--- config.mk ---
export PLATFORM = sky130hd
export DESIGN_NAME = crc_ahb_top
export DESIGN_NICKNAME = d
export VERILOG_FILES = /design/src/hdl/crc_pkg.sv /design/src/hdl/crc_ahb_top.sv /design/src/hdl/crc_engine.sv /design/src/hdl/crc_regs.sv /design/src/hdl/host_interface.sv /design/src/hdl/input_buffer.sv
export SDC_FILE = /design/constraint.sdc
export NUM_CORES = 1
export LEC_CHECK = 0
export BUFFER_PORTS_ARGS = -buffer_cell sky130_fd_sc_hd__buf_2
export CORE_MARGIN = 2
export CORE_UTILIZATION = 51
export CTS_CLUSTER_SIZE = 14
export DETAILED_ROUTE_END_ITERATION = 6
export PLACE_DENSITY = 0.7
export SETUP_SLACK_MARGIN = 0.05
export SYNTH_ARGS = -nofsm -noshare
export SYNTH_HDL_FRONTEND = slang
export SYNTH_SLANG_ARGS = --single-unit
--- constraint.sdc ---
create_clock -name HCLK -period 9.92 [get_ports HCLK]
set_clock_uncertainty 0.05 [all_clocks]
set_input_delay 2.976 -clock HCLK [delete_from_list [all_inputs] [get_ports HCLK]]
set_output_delay 2.976 -clock HCLK [all_outputs]
set_load 0.02 [all_outputs]
--- src/hdl/crc_pkg.sv ---
package crc_pkg;

	////////////////////////////////////////////////////////////////////////////
	// Basic data types
	////////////////////////////////////////////////////////////////////////////

	// One bus word, also the width of every CRC related value
	typedef logic [31:0] crc_word_t;

	// Register offsets as seen on HADDR[4:2]
	typedef enum logic [2:0] {
		CRC_DR   = 3'd0,
		CRC_IDR  = 3'd1,
		CRC_CR   = 3'd2,
		CRC_INIT = 3'd4,
		CRC_POL  = 3'd5
	} reg_addr_e;

	// Word address bits used for register decode
	localparam int ADDR_MSB = 4;
	localparam int ADDR_LSB = 2;

	////////////////////////////////////////////////////////////////////////////
	// AHB-Lite encodings
	////////////////////////////////////////////////////////////////////////////

	typedef enum logic [1:0] {
		IDLE    = 2'b00,
		BUSY    = 2'b01,
		NON_SEQ = 2'b10,
		SEQ     = 2'b11
	} htrans_e;

	typedef enum logic {
		OK    = 1'b0,
		ERROR = 1'b1
	} hresp_e;

	// Same encoding as HSIZE
	typedef enum logic [2:0] {
		SIZE_BYTE = 3'b000,
		SIZE_HALF = 3'b001,
		SIZE_WORD = 3'b010
	} bus_size_e;

	////////////////////////////////////////////////////////////////////////////
	// Configuration held in the control register
	////////////////////////////////////////////////////////////////////////////

	typedef enum logic [1:0] {
		P32 = 2'b00,
		P16 = 2'b01,
		P8  = 2'b10,
		P7  = 2'b11
	} poly_size_e;

	// Span of input bit reversal
	typedef enum logic [1:0] {
		REV_NONE = 2'b00,
		REV_BYTE = 2'b01,
		REV_HALF = 2'b10,
		REV_WORD = 2'b11
	} rev_in_e;

	// Field order follows CR bits 7 down to 3
	typedef struct packed {
		logic       rev_out;
		rev_in_e    rev_in;
		poly_size_e poly_size;
	} crc_cfg_t;

	// Control register value after reset
	localparam crc_cfg_t CFG_RESET = '{rev_out: 1'b0, rev_in: REV_NONE, poly_size: P32};

	// One register write from the data phase
	typedef struct packed {
		crc_word_t data;
		bus_size_e size;
		logic      buffer_en;
		logic      init_en;
		logic      poly_en;
		logic      idr_en;
	} reg_wr_t;

	// One byte handed from the input buffer to the engine
	typedef struct packed {
		logic       valid;
		logic [7:0] data;
	} byte_beat_t;

endpackage

--- src/hdl/crc_ahb_top.sv ---
`timescale 1ns/1ps

module crc_ahb_top
#(
	parameter crc_pkg::crc_word_t RESET_INIT = 32'hFFFF_FFFF,
	parameter crc_pkg::crc_word_t RESET_POLY = 32'h04C1_1DB7
)
(
	input  logic               HCLK,
	input  logic               HRESETn,
	input  logic               HSElx,
	input  logic [31:0]        HADDR,
	input  crc_pkg::htrans_e   HTRANS,
	input  logic               HWRITE,
	input  logic [2:0]         HSIZE,
	input  crc_pkg::crc_word_t HWDATA,
	input  logic               HREADY,
	output crc_pkg::crc_word_t HRDATA,
	output logic               HREADYOUT,
	output crc_pkg::hresp_e    HRESP
);
	import crc_pkg::*;

	// Host to register and buffer side
	reg_wr_t    wr;
	crc_cfg_t   cfg;
	logic       reset_chain;

	// Status and data back to the host
	crc_word_t  crc_value;
	crc_word_t  init_value;
	crc_word_t  poly_value;
	logic [7:0] idr_value;
	logic       buffer_full;
	logic       busy;
	logic       reset_pending;

	// Buffer to engine
	byte_beat_t beat;

	////////////////////////////////////////////////////////////////////////////
	// Bus slave and control register
	////////////////////////////////////////////////////////////////////////////

	host_interface u_host_interface
	(
		.HCLK          (HCLK),
		.HRESETn       (HRESETn),
		.HSElx         (HSElx),
		.HADDR         (HADDR),
		.HTRANS        (HTRANS),
		.HWRITE        (HWRITE),
		.HSIZE         (HSIZE),
		.HWDATA        (HWDATA),
		.HREADY        (HREADY),
		.HRDATA        (HRDATA),
		.HREADYOUT     (HREADYOUT),
		.HRESP         (HRESP),
		.wr            (wr),
		.cfg           (cfg),
		.reset_chain   (reset_chain),
		.crc_value     (crc_value),
		.init_value    (init_value),
		.poly_value    (poly_value),
		.idr_value     (idr_value),
		.buffer_full   (buffer_full),
		.busy          (busy),
		.reset_pending (reset_pending)
	);

	////////////////////////////////////////////////////////////////////////////
	// Data registers and input path, side by side
	////////////////////////////////////////////////////////////////////////////

	crc_regs
	#(
		.RESET_INIT (RESET_INIT),
		.RESET_POLY (RESET_POLY)
	)
	u_crc_regs
	(
		.HCLK       (HCLK),
		.HRESETn    (HRESETn),
		.wr         (wr),
		.init_value (init_value),
		.poly_value (poly_value),
		.idr_value  (idr_value)
	);

	input_buffer u_input_buffer
	(
		.HCLK        (HCLK),
		.HRESETn     (HRESETn),
		.wr          (wr),
		.rev_in      (cfg.rev_in),
		.beat        (beat),
		.buffer_full (buffer_full)
	);

	// Engine joins both paths
	crc_engine u_crc_engine
	(
		.HCLK          (HCLK),
		.HRESETn       (HRESETn),
		.cfg           (cfg),
		.reset_chain   (reset_chain),
		.init_value    (init_value),
		.poly_value    (poly_value),
		.beat          (beat),
		.crc_value     (crc_value),
		.busy          (busy),
		.reset_pending (reset_pending)
	);

endmodule

--- src/hdl/crc_engine.sv ---
`timescale 1ns/1ps

module crc_engine
(
	input  logic                HCLK,
	input  logic                HRESETn,
	input  crc_pkg::crc_cfg_t   cfg,
	input  logic                reset_chain,
	input  crc_pkg::crc_word_t  init_value,
	input  crc_pkg::crc_word_t  poly_value,
	input  crc_pkg::byte_beat_t beat,
	output crc_pkg::crc_word_t  crc_value,
	output logic                busy,
	output logic                reset_pending
);
	import crc_pkg::*;

	// CRC state, right aligned in the word
	crc_word_t  crc_q;
	logic       reset_pending_q;

	crc_word_t  mask;
	logic [4:0] top;
	crc_word_t  crc_next;
	crc_word_t  crc_rev;

	////////////////////////////////////////////////////////////////////////////
	// Width selection
	////////////////////////////////////////////////////////////////////////////

	// Mask of valid bits and index of the CRC MSB
	always_comb
	begin
		case (cfg.poly_size)
			P16:
			begin
				mask = 32'h0000_FFFF;
				top  = 5'd15;
			end
			P8:
			begin
				mask = 32'h0000_00FF;
				top  = 5'd7;
			end
			P7:
			begin
				mask = 32'h0000_007F;
				top  = 5'd6;
			end
			default:
			begin
				mask = 32'hFFFF_FFFF;
				top  = 5'd31;
			end
		endcase
	end

	// Eight shift steps, data MSB first
	// Works for widths below eight bits too
	function automatic crc_word_t crc_update(input crc_word_t crc_in, input logic [7:0] data,
		input crc_word_t poly, input crc_word_t msk, input logic [4:0] msb);
		crc_word_t c;
		logic      fb;
		c = crc_in;
		for (int i = 7; i >= 0; i--)
		begin
			fb = c[msb] ^ data[i];
			c  = (c << 1) & msk;
			if (fb)
				c = c ^ (poly & msk);
		end
		return c;
	endfunction

	assign crc_next = crc_update(crc_q, beat.data, poly_value, mask, top);

	////////////////////////////////////////////////////////////////////////////
	// CRC register
	////////////////////////////////////////////////////////////////////////////

	// Restart lands one cycle after the CR write
	// A restart wins over a beat in the same cycle
	always_ff @(posedge HCLK)
	begin
		if (!HRESETn)
		begin
			crc_q           <= init_value;
			reset_pending_q <= 1'b0;
		end
		else
		begin
			reset_pending_q <= reset_chain;
			if (reset_pending_q)
				crc_q <= init_value & mask;
			else if (beat.valid)
				crc_q <= crc_next;
		end
	end

	assign reset_pending = reset_pending_q;

	// A beat is in flight in the cycle it is presented
	assign busy = beat.valid;

	// Output reversal over the full word
	assign crc_rev   = {<<{crc_q}};
	assign crc_value = cfg.rev_out ? crc_rev : crc_q;

endmodule

--- src/hdl/crc_regs.sv ---
`timescale 1ns/1ps

module crc_regs
#(
	parameter crc_pkg::crc_word_t RESET_INIT = 32'hFFFF_FFFF,
	parameter crc_pkg::crc_word_t RESET_POLY = 32'h04C1_1DB7
)
(
	input  logic               HCLK,
	input  logic               HRESETn,
	input  crc_pkg::reg_wr_t   wr,
	output crc_pkg::crc_word_t init_value,
	output crc_pkg::crc_word_t poly_value,
	output logic [7:0]         idr_value
);

	////////////////////////////////////////////////////////////////////////////
	// Initial value register
	////////////////////////////////////////////////////////////////////////////

	// Loaded into the engine on every chain reset
	always_ff @(posedge HCLK)
	begin
		if (!HRESETn)
			init_value <= RESET_INIT;
		else if (wr.init_en)
			init_value <= wr.data;
	end

	////////////////////////////////////////////////////////////////////////////
	// Polynomial register
	////////////////////////////////////////////////////////////////////////////

	// Full word stored, the engine masks it to the selected width
	always_ff @(posedge HCLK)
	begin
		if (!HRESETn)
			poly_value <= RESET_POLY;
		else if (wr.poly_en)
			poly_value <= wr.data;
	end

	////////////////////////////////////////////////////////////////////////////
	// Scratch register
	////////////////////////////////////////////////////////////////////////////

	// Free byte for software, no effect on the CRC
	always_ff @(posedge HCLK)
	begin
		if (!HRESETn)
			idr_value <= 8'h00;
		else if (wr.idr_en)
			idr_value <= wr.data[7:0];
	end

endmodule

--- src/hdl/host_interface.sv ---
`timescale 1ns/1ps

module host_interface
(
	input  logic               HCLK,
	input  logic               HRESETn,
	input  logic               HSElx,
	input  logic [31:0]        HADDR,
	input  crc_pkg::htrans_e   HTRANS,
	input  logic               HWRITE,
	input  logic [2:0]         HSIZE,
	input  crc_pkg::crc_word_t HWDATA,
	input  logic               HREADY,
	output crc_pkg::crc_word_t HRDATA,
	output logic               HREADYOUT,
	output crc_pkg::hresp_e    HRESP,
	output crc_pkg::reg_wr_t   wr,
	output crc_pkg::crc_cfg_t  cfg,
	output logic               reset_chain,
	input  crc_pkg::crc_word_t crc_value,
	input  crc_pkg::crc_word_t init_value,
	input  crc_pkg::crc_word_t poly_value,
	input  logic [7:0]         idr_value,
	input  logic               buffer_full,
	input  logic               busy,
	input  logic               reset_pending
);
	import crc_pkg::*;

	// Address phase copy held through the data phase
	reg_addr_e addr_q;
	bus_size_e size_q;
	htrans_e   trans_q;
	logic      write_q;
	logic      sel_q;

	// Control register
	crc_cfg_t  cr_q;

	logic      sample_bus;
	logic      active;
	logic      dr_wr;
	logic      dr_rd;
	logic      init_wr;
	logic      read_wait;

	////////////////////////////////////////////////////////////////////////////
	// Address phase capture
	////////////////////////////////////////////////////////////////////////////

	// Bus is sampled only when the previous data phase has completed
	assign sample_bus = HREADY && HREADYOUT;

	always_ff @(posedge HCLK)
	begin
		if (!HRESETn)
		begin
			sel_q   <= 1'b0;
			write_q <= 1'b0;
			trans_q <= IDLE;
		end
		else if (sample_bus)
		begin
			sel_q   <= HSElx;
			write_q <= HWRITE;
			trans_q <= HTRANS;
		end
	end

	// Register offset and size of the transfer in flight
	always_ff @(posedge HCLK)
	begin
		if (sample_bus)
		begin
			addr_q <= reg_addr_e'(HADDR[ADDR_MSB:ADDR_LSB]);
			size_q <= bus_size_e'(HSIZE);
		end
	end

	////////////////////////////////////////////////////////////////////////////
	// Decode and wait states
	////////////////////////////////////////////////////////////////////////////

	// Only NON_SEQ transfers do anything
	assign active  = sel_q && (trans_q == NON_SEQ);
	assign dr_wr   = active && write_q && (addr_q == CRC_DR);
	assign dr_rd   = active && !write_q && (addr_q == CRC_DR);
	assign init_wr = active && write_q && (addr_q == CRC_INIT);

	// DR read waits until every byte has gone through the engine
	assign read_wait = buffer_full || busy;

	// Stall DR writes on a full buffer
	// Stall INIT writes while the engine is loading the old value
	assign HREADYOUT = !((dr_wr && buffer_full) ||
	                     (dr_rd && read_wait) ||
	                     (init_wr && reset_pending));

	// No error responses in this slave
	assign HRESP = OK;

	// Enables fire once in the last cycle of the data phase
	always_comb
	begin
		wr.data      = HWDATA;
		wr.size      = size_q;
		wr.buffer_en = dr_wr && HREADYOUT;
		wr.init_en   = init_wr && HREADYOUT;
		wr.poly_en   = active && write_q && (addr_q == CRC_POL);
		wr.idr_en    = active && write_q && (addr_q == CRC_IDR);
	end

	////////////////////////////////////////////////////////////////////////////
	// Control register
	////////////////////////////////////////////////////////////////////////////

	always_ff @(posedge HCLK)
	begin
		if (!HRESETn)
			cr_q <= CFG_RESET;
		else if (active && write_q && (addr_q == CRC_CR))
			cr_q <= crc_cfg_t'(HWDATA[7:3]);
	end

	assign cfg = cr_q;

	// CR bit 0 is self clearing and only requests the restart
	assign reset_chain = active && write_q && (addr_q == CRC_CR) && HWDATA[0];

	// Read data follows the registered address
	always_comb
	begin
		case (addr_q)
			CRC_DR:   HRDATA = crc_value;
			CRC_IDR:  HRDATA = {24'h0, idr_value};
			CRC_CR:   HRDATA = {24'h0, cr_q, 3'b000};
			CRC_INIT: HRDATA = init_value;
			CRC_POL:  HRDATA = poly_value;
			default:  HRDATA = '0;
		endcase
	end

endmodule

--- src/hdl/input_buffer.sv ---
`timescale 1ns/1ps

module input_buffer
(
	input  logic                HCLK,
	input  logic                HRESETn,
	input  crc_pkg::reg_wr_t    wr,
	input  crc_pkg::rev_in_e    rev_in,
	output crc_pkg::byte_beat_t beat,
	output logic                buffer_full
);
	import crc_pkg::*;

	// Stored word, shifted down one byte per beat
	crc_word_t  data_q;
	// Bytes still to issue
	logic [2:0] count_q;

	rev_in_e    rev_eff;
	crc_word_t  data_rev;
	logic [2:0] count_in;

	// Reversal never reaches past the written bytes
	// A wider span on a narrow write acts on the written bytes only
	function automatic rev_in_e clamp_rev(input rev_in_e mode, input bus_size_e size);
		rev_in_e m;
		m = mode;
		if (size == SIZE_BYTE && mode != REV_NONE)
			m = REV_BYTE;
		else if (size == SIZE_HALF && mode == REV_WORD)
			m = REV_HALF;
		return m;
	endfunction

	// Mirror bits inside each byte, halfword or the whole word
	function automatic crc_word_t rev_bits(input crc_word_t d, input rev_in_e mode);
		crc_word_t r;
		r = d;
		for (int i = 0; i < 32; i++)
		begin
			case (mode)
				REV_BYTE: r[i] = d[(i & ~7) + 7 - (i & 7)];
				REV_HALF: r[i] = d[(i & ~15) + 15 - (i & 15)];
				REV_WORD: r[i] = d[31 - i];
				default:  r[i] = d[i];
			endcase
		end
		return r;
	endfunction

	assign rev_eff  = clamp_rev(rev_in, wr.size);
	assign data_rev = rev_bits(wr.data, rev_eff);

	// Beat count from the transfer size
	always_comb
	begin
		case (wr.size)
			SIZE_BYTE: count_in = 3'd1;
			SIZE_HALF: count_in = 3'd2;
			default:   count_in = 3'd4;
		endcase
	end

	////////////////////////////////////////////////////////////////////////////
	// Capture and byte shifter
	////////////////////////////////////////////////////////////////////////////

	always_ff @(posedge HCLK)
	begin
		if (!HRESETn)
			count_q <= 3'd0;
		else if (wr.buffer_en)
			count_q <= count_in;
		else if (count_q != 3'd0)
			count_q <= count_q - 3'd1;
	end

	// Low byte goes first
	always_ff @(posedge HCLK)
	begin
		if (wr.buffer_en)
			data_q <= data_rev;
		else if (count_q != 3'd0)
			data_q <= data_q >> 8;
	end

	assign beat.valid  = (count_q != 3'd0);
	assign beat.data   = data_q[7:0];
	// Full until the last byte has been handed over
	assign buffer_full = (count_q != 3'd0);

endmodule
### Word level (Yosys, flattened, before mapping)

Cells that the tools add are included.

* magnitude comparators: 1
* bitwise logic cells: 26
* equal/unequal tests: 14
* reduce and logical (&&, ||, !) cells: 27
* multiplexer cells: 70
* multipliers: 0
* shift operators: 0
* divide/modulo/power cells: 0
* $add $sub $neg: 1

Operators by type and width (count)
* 32-bit two-way mux: 14
* 32-bit AND: 10
* 32-bit bitwise XOR: 8
* 32-bit case mux with 5 select lines: 1
* 1-bit case mux with 3 select lines: 32
* 32-bit case mux with 3 select lines: 1
* 1-bit binary-select mux with 5-bit select: 8
* 1-bit logical AND: 18
* 5-bit case mux with 3 select lines: 1
* 2-bit == test (second input constant): 6
* 1-bit two-way mux: 8
* 1-bit bitwise XOR: 8
* 3-bit by 1-bit == test with 1-bit output (second input constant): 2
* 3-bit == test (second input constant): 2
* 3-bit zero test: 2
* 5-bit by 6-bit < comparator with 1-bit output (second input constant): 1
* 3-bit two-way mux: 2
* 3-bit case mux with 2 select lines: 1
* 2-bit by 1-bit == test with 1-bit output (second input constant): 2
* 2-bit two-way mux: 2
* 2-bit nonzero test: 2
* 3-bit by 2-bit == test with 1-bit output (second input constant): 1
* 3-bit by 1-bit inequality test with 1-bit output (second input constant): 1
* 3-bit nonzero test: 1
* 3 further kinds: 5

* RAM bits: 0
* ROM bits: 0
* input bits: 74
* output and inout bits: 34
* register bits: 155
* latch bits: 0
* memories kept: 0
* word-level logic and storage cells: 154

### Longest topological paths before layout

* word-level depth: 37
* mapped depth: 31
* mapped depth without buffers: 24

### Cells and area by module

Synthesis repeated with hierarchy kept, for this count alone.

* cell total of the unflattened synthesis: 1729
* area, all modules: 14463.9 um^2

By module, submodules not included
* crc_engine: cells each 1027, sequential area each 980.9 um^2, times used 1, area each 7379.6 um^2
* crc_regs: cells each 233, sequential area each 1441.4 um^2, times used 1, area each 2643.8 um^2
* input_buffer: cells each 256, sequential area each 1021.0 um^2, times used 1, area each 2618.8 um^2
* host_interface: cells each 213, sequential area each 360.3 um^2, times used 1, area each 1821.7 um^2

### Least setup slack after synthesis

No wires, ideal clock.

* kind: register to register
* from: reg u_crc_engine.crc_q[15]
* to: reg u_crc_engine.crc_q[22] (data pin)
* slack: 2248 ps
* library setup time: 257 ps
* data required time: 9613 ps
* stages on the path, launching flop included: 27
* path buffers: 2
* period minus slack after synthesis: 7672 ps
* arrival time: 7365 ps
* cell sequence: edfxtp_1 > mux2i_1 > mux2i_1 > mux2i_1 > or4_1 > buf_2 > or2_1 > a32o_1 > a31oi_2 > mux2i_1 > mux2i_1 > a31o_2 > o31ai_1 > mux2i_1 > nor2_1 > nor4b_1 > o21a_2 > mux2_2 > mux2i_1 > nor4_4 > mux2i_1 > xnor3_1 > o32a_1 > buf_4 > xnor2_1 > or3_1 > a32o_1

* word-level cells in the longest chain between the ends: 35
* elaborated cells between the ends (all ways): 51
* those cells by class: mux (27); bitwise (24)

RTL lines
* start, declared: RTL line crc_engine.sv:19 `crc_word_t crc_q;`
* start signal, assigned: RTL line crc_engine.sv:87 `crc_q <= init_value;`
* start signal, assigned: RTL line crc_engine.sv:94 `crc_q <= init_value & mask;`
* start signal, assigned: RTL line crc_engine.sv:96 `crc_q <= crc_next;`
* 1-bit binary-select mux with 5-bit select: RTL line crc_engine.sv:67 `fb = c[msb] ^ data[i];`
* 1-bit two-way mux (implied by the code): RTL line crc_engine.sv:67
* 1-bit bitwise XOR: RTL line crc_engine.sv:67
* 32-bit two-way mux *: RTL line crc_engine.sv:69 `if (fb)`
* 1-bit binary-select mux with 5-bit select: RTL line crc_engine.sv:67
* 1-bit two-way mux (implied by the code): RTL line crc_engine.sv:67
* 1-bit bitwise XOR: RTL line crc_engine.sv:67
* 32-bit two-way mux *: RTL line crc_engine.sv:69
* (+19 left out)
* 32-bit two-way mux *: RTL line crc_engine.sv:69
* 1-bit binary-select mux with 5-bit select: RTL line crc_engine.sv:67
* 1-bit two-way mux (implied by the code): RTL line crc_engine.sv:67
* 1-bit bitwise XOR: RTL line crc_engine.sv:67
* 32-bit two-way mux *: RTL line crc_engine.sv:69
* 32-bit two-way mux *: RTL line crc_engine.sv:95 `else if (beat.valid)`
* 32-bit two-way mux *: RTL line crc_engine.sv:93 `if (reset_pending_q)`
* 32-bit two-way mux *: RTL line crc_engine.sv:85 `if (!HRESETn)`

Mark *: on every way between the ends. The rest lies on a longest branch, timed or not. The select of a mux whose other input is x is not followed.
A chain may end at the register's enable or synchronous reset.

### Final worst setup path

* from: reg u_host_interface.cr_q (netlist bit u_host_interface.cfg[1])
* to: reg u_crc_engine.crc_q[16] (data pin)

* word-level cells in the longest chain between the ends: 37
* elaborated cells between the ends (all ways): 58
* those cells by class: eq/ne (3); mux (29); bitwise (26)

RTL lines
* start, declared: RTL line host_interface.sv:38 `crc_cfg_t cr_q;`
* start signal, assigned: RTL line host_interface.sv:122 `cr_q <= crc_cfg_t'(HWDATA[7:3]);`
* 2-bit == test / 2-bit by 1-bit == test with 1-bit output (equally long branches): RTL line crc_engine.sv:34 `case (cfg.poly_size)`
* 5-bit case mux with 3 select lines: RTL line crc_engine.sv:34
* 1-bit binary-select mux with 5-bit select: RTL line crc_engine.sv:67
* 1-bit two-way mux (implied by the code): RTL line crc_engine.sv:67
* 1-bit bitwise XOR: RTL line crc_engine.sv:67
* 32-bit two-way mux: RTL line crc_engine.sv:69
* 1-bit binary-select mux with 5-bit select: RTL line crc_engine.sv:67
* 1-bit two-way mux (implied by the code): RTL line crc_engine.sv:67
* (+21 left out)
* 32-bit two-way mux: RTL line crc_engine.sv:69
* 1-bit binary-select mux with 5-bit select: RTL line crc_engine.sv:67
* 1-bit two-way mux (implied by the code): RTL line crc_engine.sv:67
* 1-bit bitwise XOR: RTL line crc_engine.sv:67
* 32-bit two-way mux: RTL line crc_engine.sv:69
* 32-bit two-way mux: RTL line crc_engine.sv:95
* 32-bit two-way mux *: RTL line crc_engine.sv:93
* 32-bit two-way mux *: RTL line crc_engine.sv:85

Marks and branches as above.

==> flow_metrics.tcl <==
set metrics [dict create \
    status "completed" \
    hp-class "flip-flop to flip-flop" \
    synth_xor_xnor_area_share_pct 14.2 \
    routed_via_density 6.22 \
    p_int_mw 3.34 \
    fin_total_pwr_mw 6.69 \
    synth_compound_area_share_pct 16.6 \
    finalSetupTns_ns 0 \
    cp-start-kind "flip-flop" \
    period_share_pct 93.6 \
    syn-num-nets 1907 \
    synth-main-ff-cell "dfxtp_1" \
    synthCells 1831 \
    grt-ovfl-total 0 \
    gp_congestion 0.955 \
    die_area_um2 28200 \
    syn_area_per_cell_um2 7.49 \
    cp-end-kind "flip-flop" \
    arrival_ns 9.42 \
    wl_per_cell_um 21.1 \
    syn_area_um2 13700 \
    cts_tree "yes" \
    p_per_area_nw_per_um2 449 \
    crit_fanout 15 \
    fin_crit_ns 9.28 \
    tightest_slew_ns 1.07 \
    die_w_um 168 \
    synth_edf_count 70 \
    required_ns 10.05 \
    area_growth_pct 8.59 \
    clk_pin_slew_ns 0.06 \
    remaining_drc_errors 0 \
    cts.sinks 155 \
    r2r-end "u_crc_engine.crc_q[16]$_DFFE_PP_" \
    fp-row-count 60 \
    p_comb_share_pct 72.6 \
    post_cts_buffers 0 \
    drt_wl_total_um 45500 \
    dpl.cell_count 2128 \
    ios 108 \
    synth_top_family_by_area "simple AND/OR/NAND/NOR gates" \
    rr_worst_depth 24 \
    stdcell_count 2160 \
    drt_iter0_drc 1579 \
    cts_buffers 17 \
    final_layout_size_suffix_gt1_share_pct 10.9 \
    worstSetupStartpoint "u_host_interface.cfg[1]$_SDFFE_PN0P_" \
    crit_type "flip-flop to flip-flop" \
    cts.htree.levels 4 \
    seq_area_frac_synth_pct 27.7 \
    seqPwrFrac_pct 17.2 \
    hold-path-endpoint "u_host_interface.trans_q[0]$_SDFFE_PN0P_" \
    maxSlewHeadroom_pct 28.4 \
    power.switching_mw 3.35 \
    ys_async_sr_fraction_pct 0 \
    min_path_cells 2 \
    r2r_slack_ns 0.64 \
    insertion_delay_ns 0.44 \
    antenna_found_initial 0 \
    holdCritStartpoint "u_host_interface.trans_q[0]$_SDFFE_PN0P_" \
    muxShareOfSynthArea_pct 10.4 \
    fmax_ghz 0.108 \
    num_antenna_cells 0 \
    leakagePower_nw 6.14 \
    p_sw_share_pct 50.1 \
    port_buffers 77 \
    yosys_warnings 0 \
    hpwl_um 32600 \
    fin_nets 1882 \
    synth_simple_gate_area_share_pct 25.6 \
    hold_ws_ns 0.424 \
    die_h_um 168 \
    synth_seq_cells 155 \
    cts_root_buf "clkbuf_16" \
    slew_viol_final 0 \
    hold_viol_final 0 \
    ant_nets 0 \
    setup_viol 0 \
    grt_pass1_wl_um 71000 \
    core_um2 26700 \
    drv_cap 0 \
    rsz0062_at_grt "no" \
    synth_cell_type_count 84 \
    p_clk_share_pct 10.2 \
    vias 13400 \
    dr.pass1.iters 6 \
    grt_use_total_pct 32.3 \
    timing.rr.start "u_host_interface.cfg[1]$_SDFFE_PN0P_" \
    fill_cells 2457 \
    vdd_drop_max_mv 0.226 \
    grt_max_degree 90 \
    first_global_vias 12200 \
    clockBufferDepth 2 \
    initial_core_util_pct 51.4 \
    synth_fa_ha_area_share_pct 0.183 \
]
==> cells in the mapped netlist, types with 5 or more instances <==
library cell / n / area, µm²
a32oi_1: 5 / 43.8
mux2_2: 7 / 78.8
o311ai_1: 7 / 61.3
clkbuf_1: 135 / 507
o31ai_1: 16 / 120
a22oi_1: 28 / 210
nand2_1: 462 / 1730
or3_1: 10 / 62.6
buf_2: 9 / 45.0
xnor2_1: 163 / 1430
o211ai_1: 11 / 82.6
or2_2: 9 / 56.3
a21o_1: 5 / 37.5
nand3_1: 79 / 395
edfxtp_1: 70 / 2100
mux2i_1: 111 / 1110
a21boi_0: 25 / 188
nor3_1: 15 / 75.1
o22ai_1: 6 / 37.5
nand2b_1: 15 / 93.8
nor4_1: 5 / 31.3
dfxtp_1: 85 / 1700
o21ai_0: 80 / 400
buf_1: 16 / 60.1
a211oi_1: 34 / 255
inv_1: 17 / 63.8
nor2_1: 123 / 462
and3_1: 32 / 200
a21oi_1: 68 / 340
and2_1: 10 / 62.6
o22a_1: 5 / 43.8
a31oi_1: 8 / 50.1
nor2b_1: 20 / 125
mux4_2: 8 / 180
xor2_1: 48 / 420
==> worst max-delay path, stage by stage (launching register included) <==
cell and delay [ns]:
dfxtp_1 0.73, mux2i_1 0.29, mux2i_1 0.32, mux2i_1 0.21
or4_1 0.66, or2_1 0.27, a32o_1 0.29, a31oi_2 0.50
mux2i_1 0.35, mux2i_1 0.18, a31o_2 0.32, a211oi_2 0.39
xor2_1 0.22, mux4_2 0.58, xnor2_4 0.46, a21oi_1 0.17
o21ai_0 0.18, mux2i_1 0.19, nor4_4 0.55, mux2i_1 0.37
xnor3_1 0.38, o32a_2 0.38, buf_4 0.23, mux4_2 0.49
a221o_1 0.26
==> layout make-up <==
class                      count  area [µm²]  share of cell area, %
clock buffer                  23         532                   3.57
inverter                      20        75.1                  0.504
sequential                   155        3800                   25.6
clock inverter                 9        93.8                  0.630
multi-input combinational   1492        9240                   62.0
timing repair buffer         120         721                   4.84
tap                          341         427                   2.87
==> registers in the layout, summed over array words and instances (netlist names), 5 cells and up <==
| signal | flops |
|---|---|
| u_crc_regs.idr_value | 8 |
| u_input_buffer.data_q | 32 |
| u_host_interface.cfg | 5 |
| u_crc_regs.init_value | 32 |
| u_crc_engine.crc_q | 32 |
| u_crc_regs.poly_value | 32 |
==> placed cells by master (no fill, tap or decap), types with 5 or more instances in the layout <==
cell type / count
o211ai_1: 11
a21oi_1: 68
buf_4: 42
a21o_1: 5
nor2_1: 122
mux4_2: 8
buf_2: 77
o22ai_1: 6
and3_1: 32
a211oi_1: 34
nand3_1: 79
nand2b_1: 15
xor2_1: 46
a21boi_0: 25
a32oi_1: 5
mux2i_1: 111
inv_1: 17
nor4_1: 5
or2_2: 9
mux2_2: 7
xnor2_1: 162
a22oi_1: 28
a31oi_1: 8
and2_1: 10
or3_1: 10
edfxtp_1: 70
clkbuf_16: 20
nor2b_1: 19
dfxtp_1: 84
o21ai_0: 80
nor3_1: 15
o22a_1: 5
o31ai_1: 16
o311ai_1: 7
nand2_1: 461
==> power groups by stage <==
stage / Sequential (mW) / Combinational (mW) / Clock, mW
6_report: 1.15 / 4.86 / 0.683
5_1_grt: 1.16 / 5.24 / 0.709
4_1_cts: 1.14 / 4.75 / 0.686
3_5_place_dp: 1.15 / 4.70 / 0
3_3_place_gp: 1.14 / 4.63 / 0
2_1_floorplan: 1.01 / 3.72 / 0
==> kinds of logic after synthesis <==
group | after synthesis
buffers and inverters | 184
XOR/XNOR | 216
other | 1
flip-flops | 155
AO/OA/AOI/OAI | 342
multiplexers | 129
AND/OR/NAND/NOR | 802
adder cells (fa/ha/maj) | 2
==> what timing repair did <==
item | in CTS | in global routing
gates resized for setup | 0 | 2
hold buffers | 0 | 0
endpoints found under the setup margin | 0 | 1
==> stage by stage <==
step / setup slack [ns] / cell area (µm²) / utilization (%)
global route: 0.151 / 14900 / 55.9
detailed placement: 0.657 / 14200 / 53.5
finish: 0.638 / 14900 / 55.9
floorplan: 2.25 / 13700 / -
CTS: 0.604 / 14900 / 55.8
global placement: 0.706 / 14200 / 53.5
==> routing by layer <==
metal,vias up,wire [µm],track usage [%]
li1,6253,-,-
met1,6369,18800,44.7
met2,730,20600,50.9
met3,91,4690,5.10
met4,0,1490,12.0
met5,-,0,0
==> worst max path at each step <==
| stage | end | slack [ns] | cells after the start |
|---|---|---|---|
| floorplan | u_crc_engine.crc_q[22]$_DFFE_PP_ | 2.25 | 26 |
| global placement | u_crc_engine.crc_q[16]$_DFFE_PP_ | 0.71 | 24 |
| detailed placement | u_crc_engine.crc_q[16]$_DFFE_PP_ | 0.66 | 24 |
| CTS | u_crc_engine.crc_q[16]$_DFFE_PP_ | 0.60 | 24 |
| global route | u_crc_engine.crc_q[4]$_DFFE_PP_ | 0.15 | 25 |
| finish | u_crc_engine.crc_q[16]$_DFFE_PP_ | 0.64 | 24 |
Note: power is estimated with default switching activity, not from simulation.
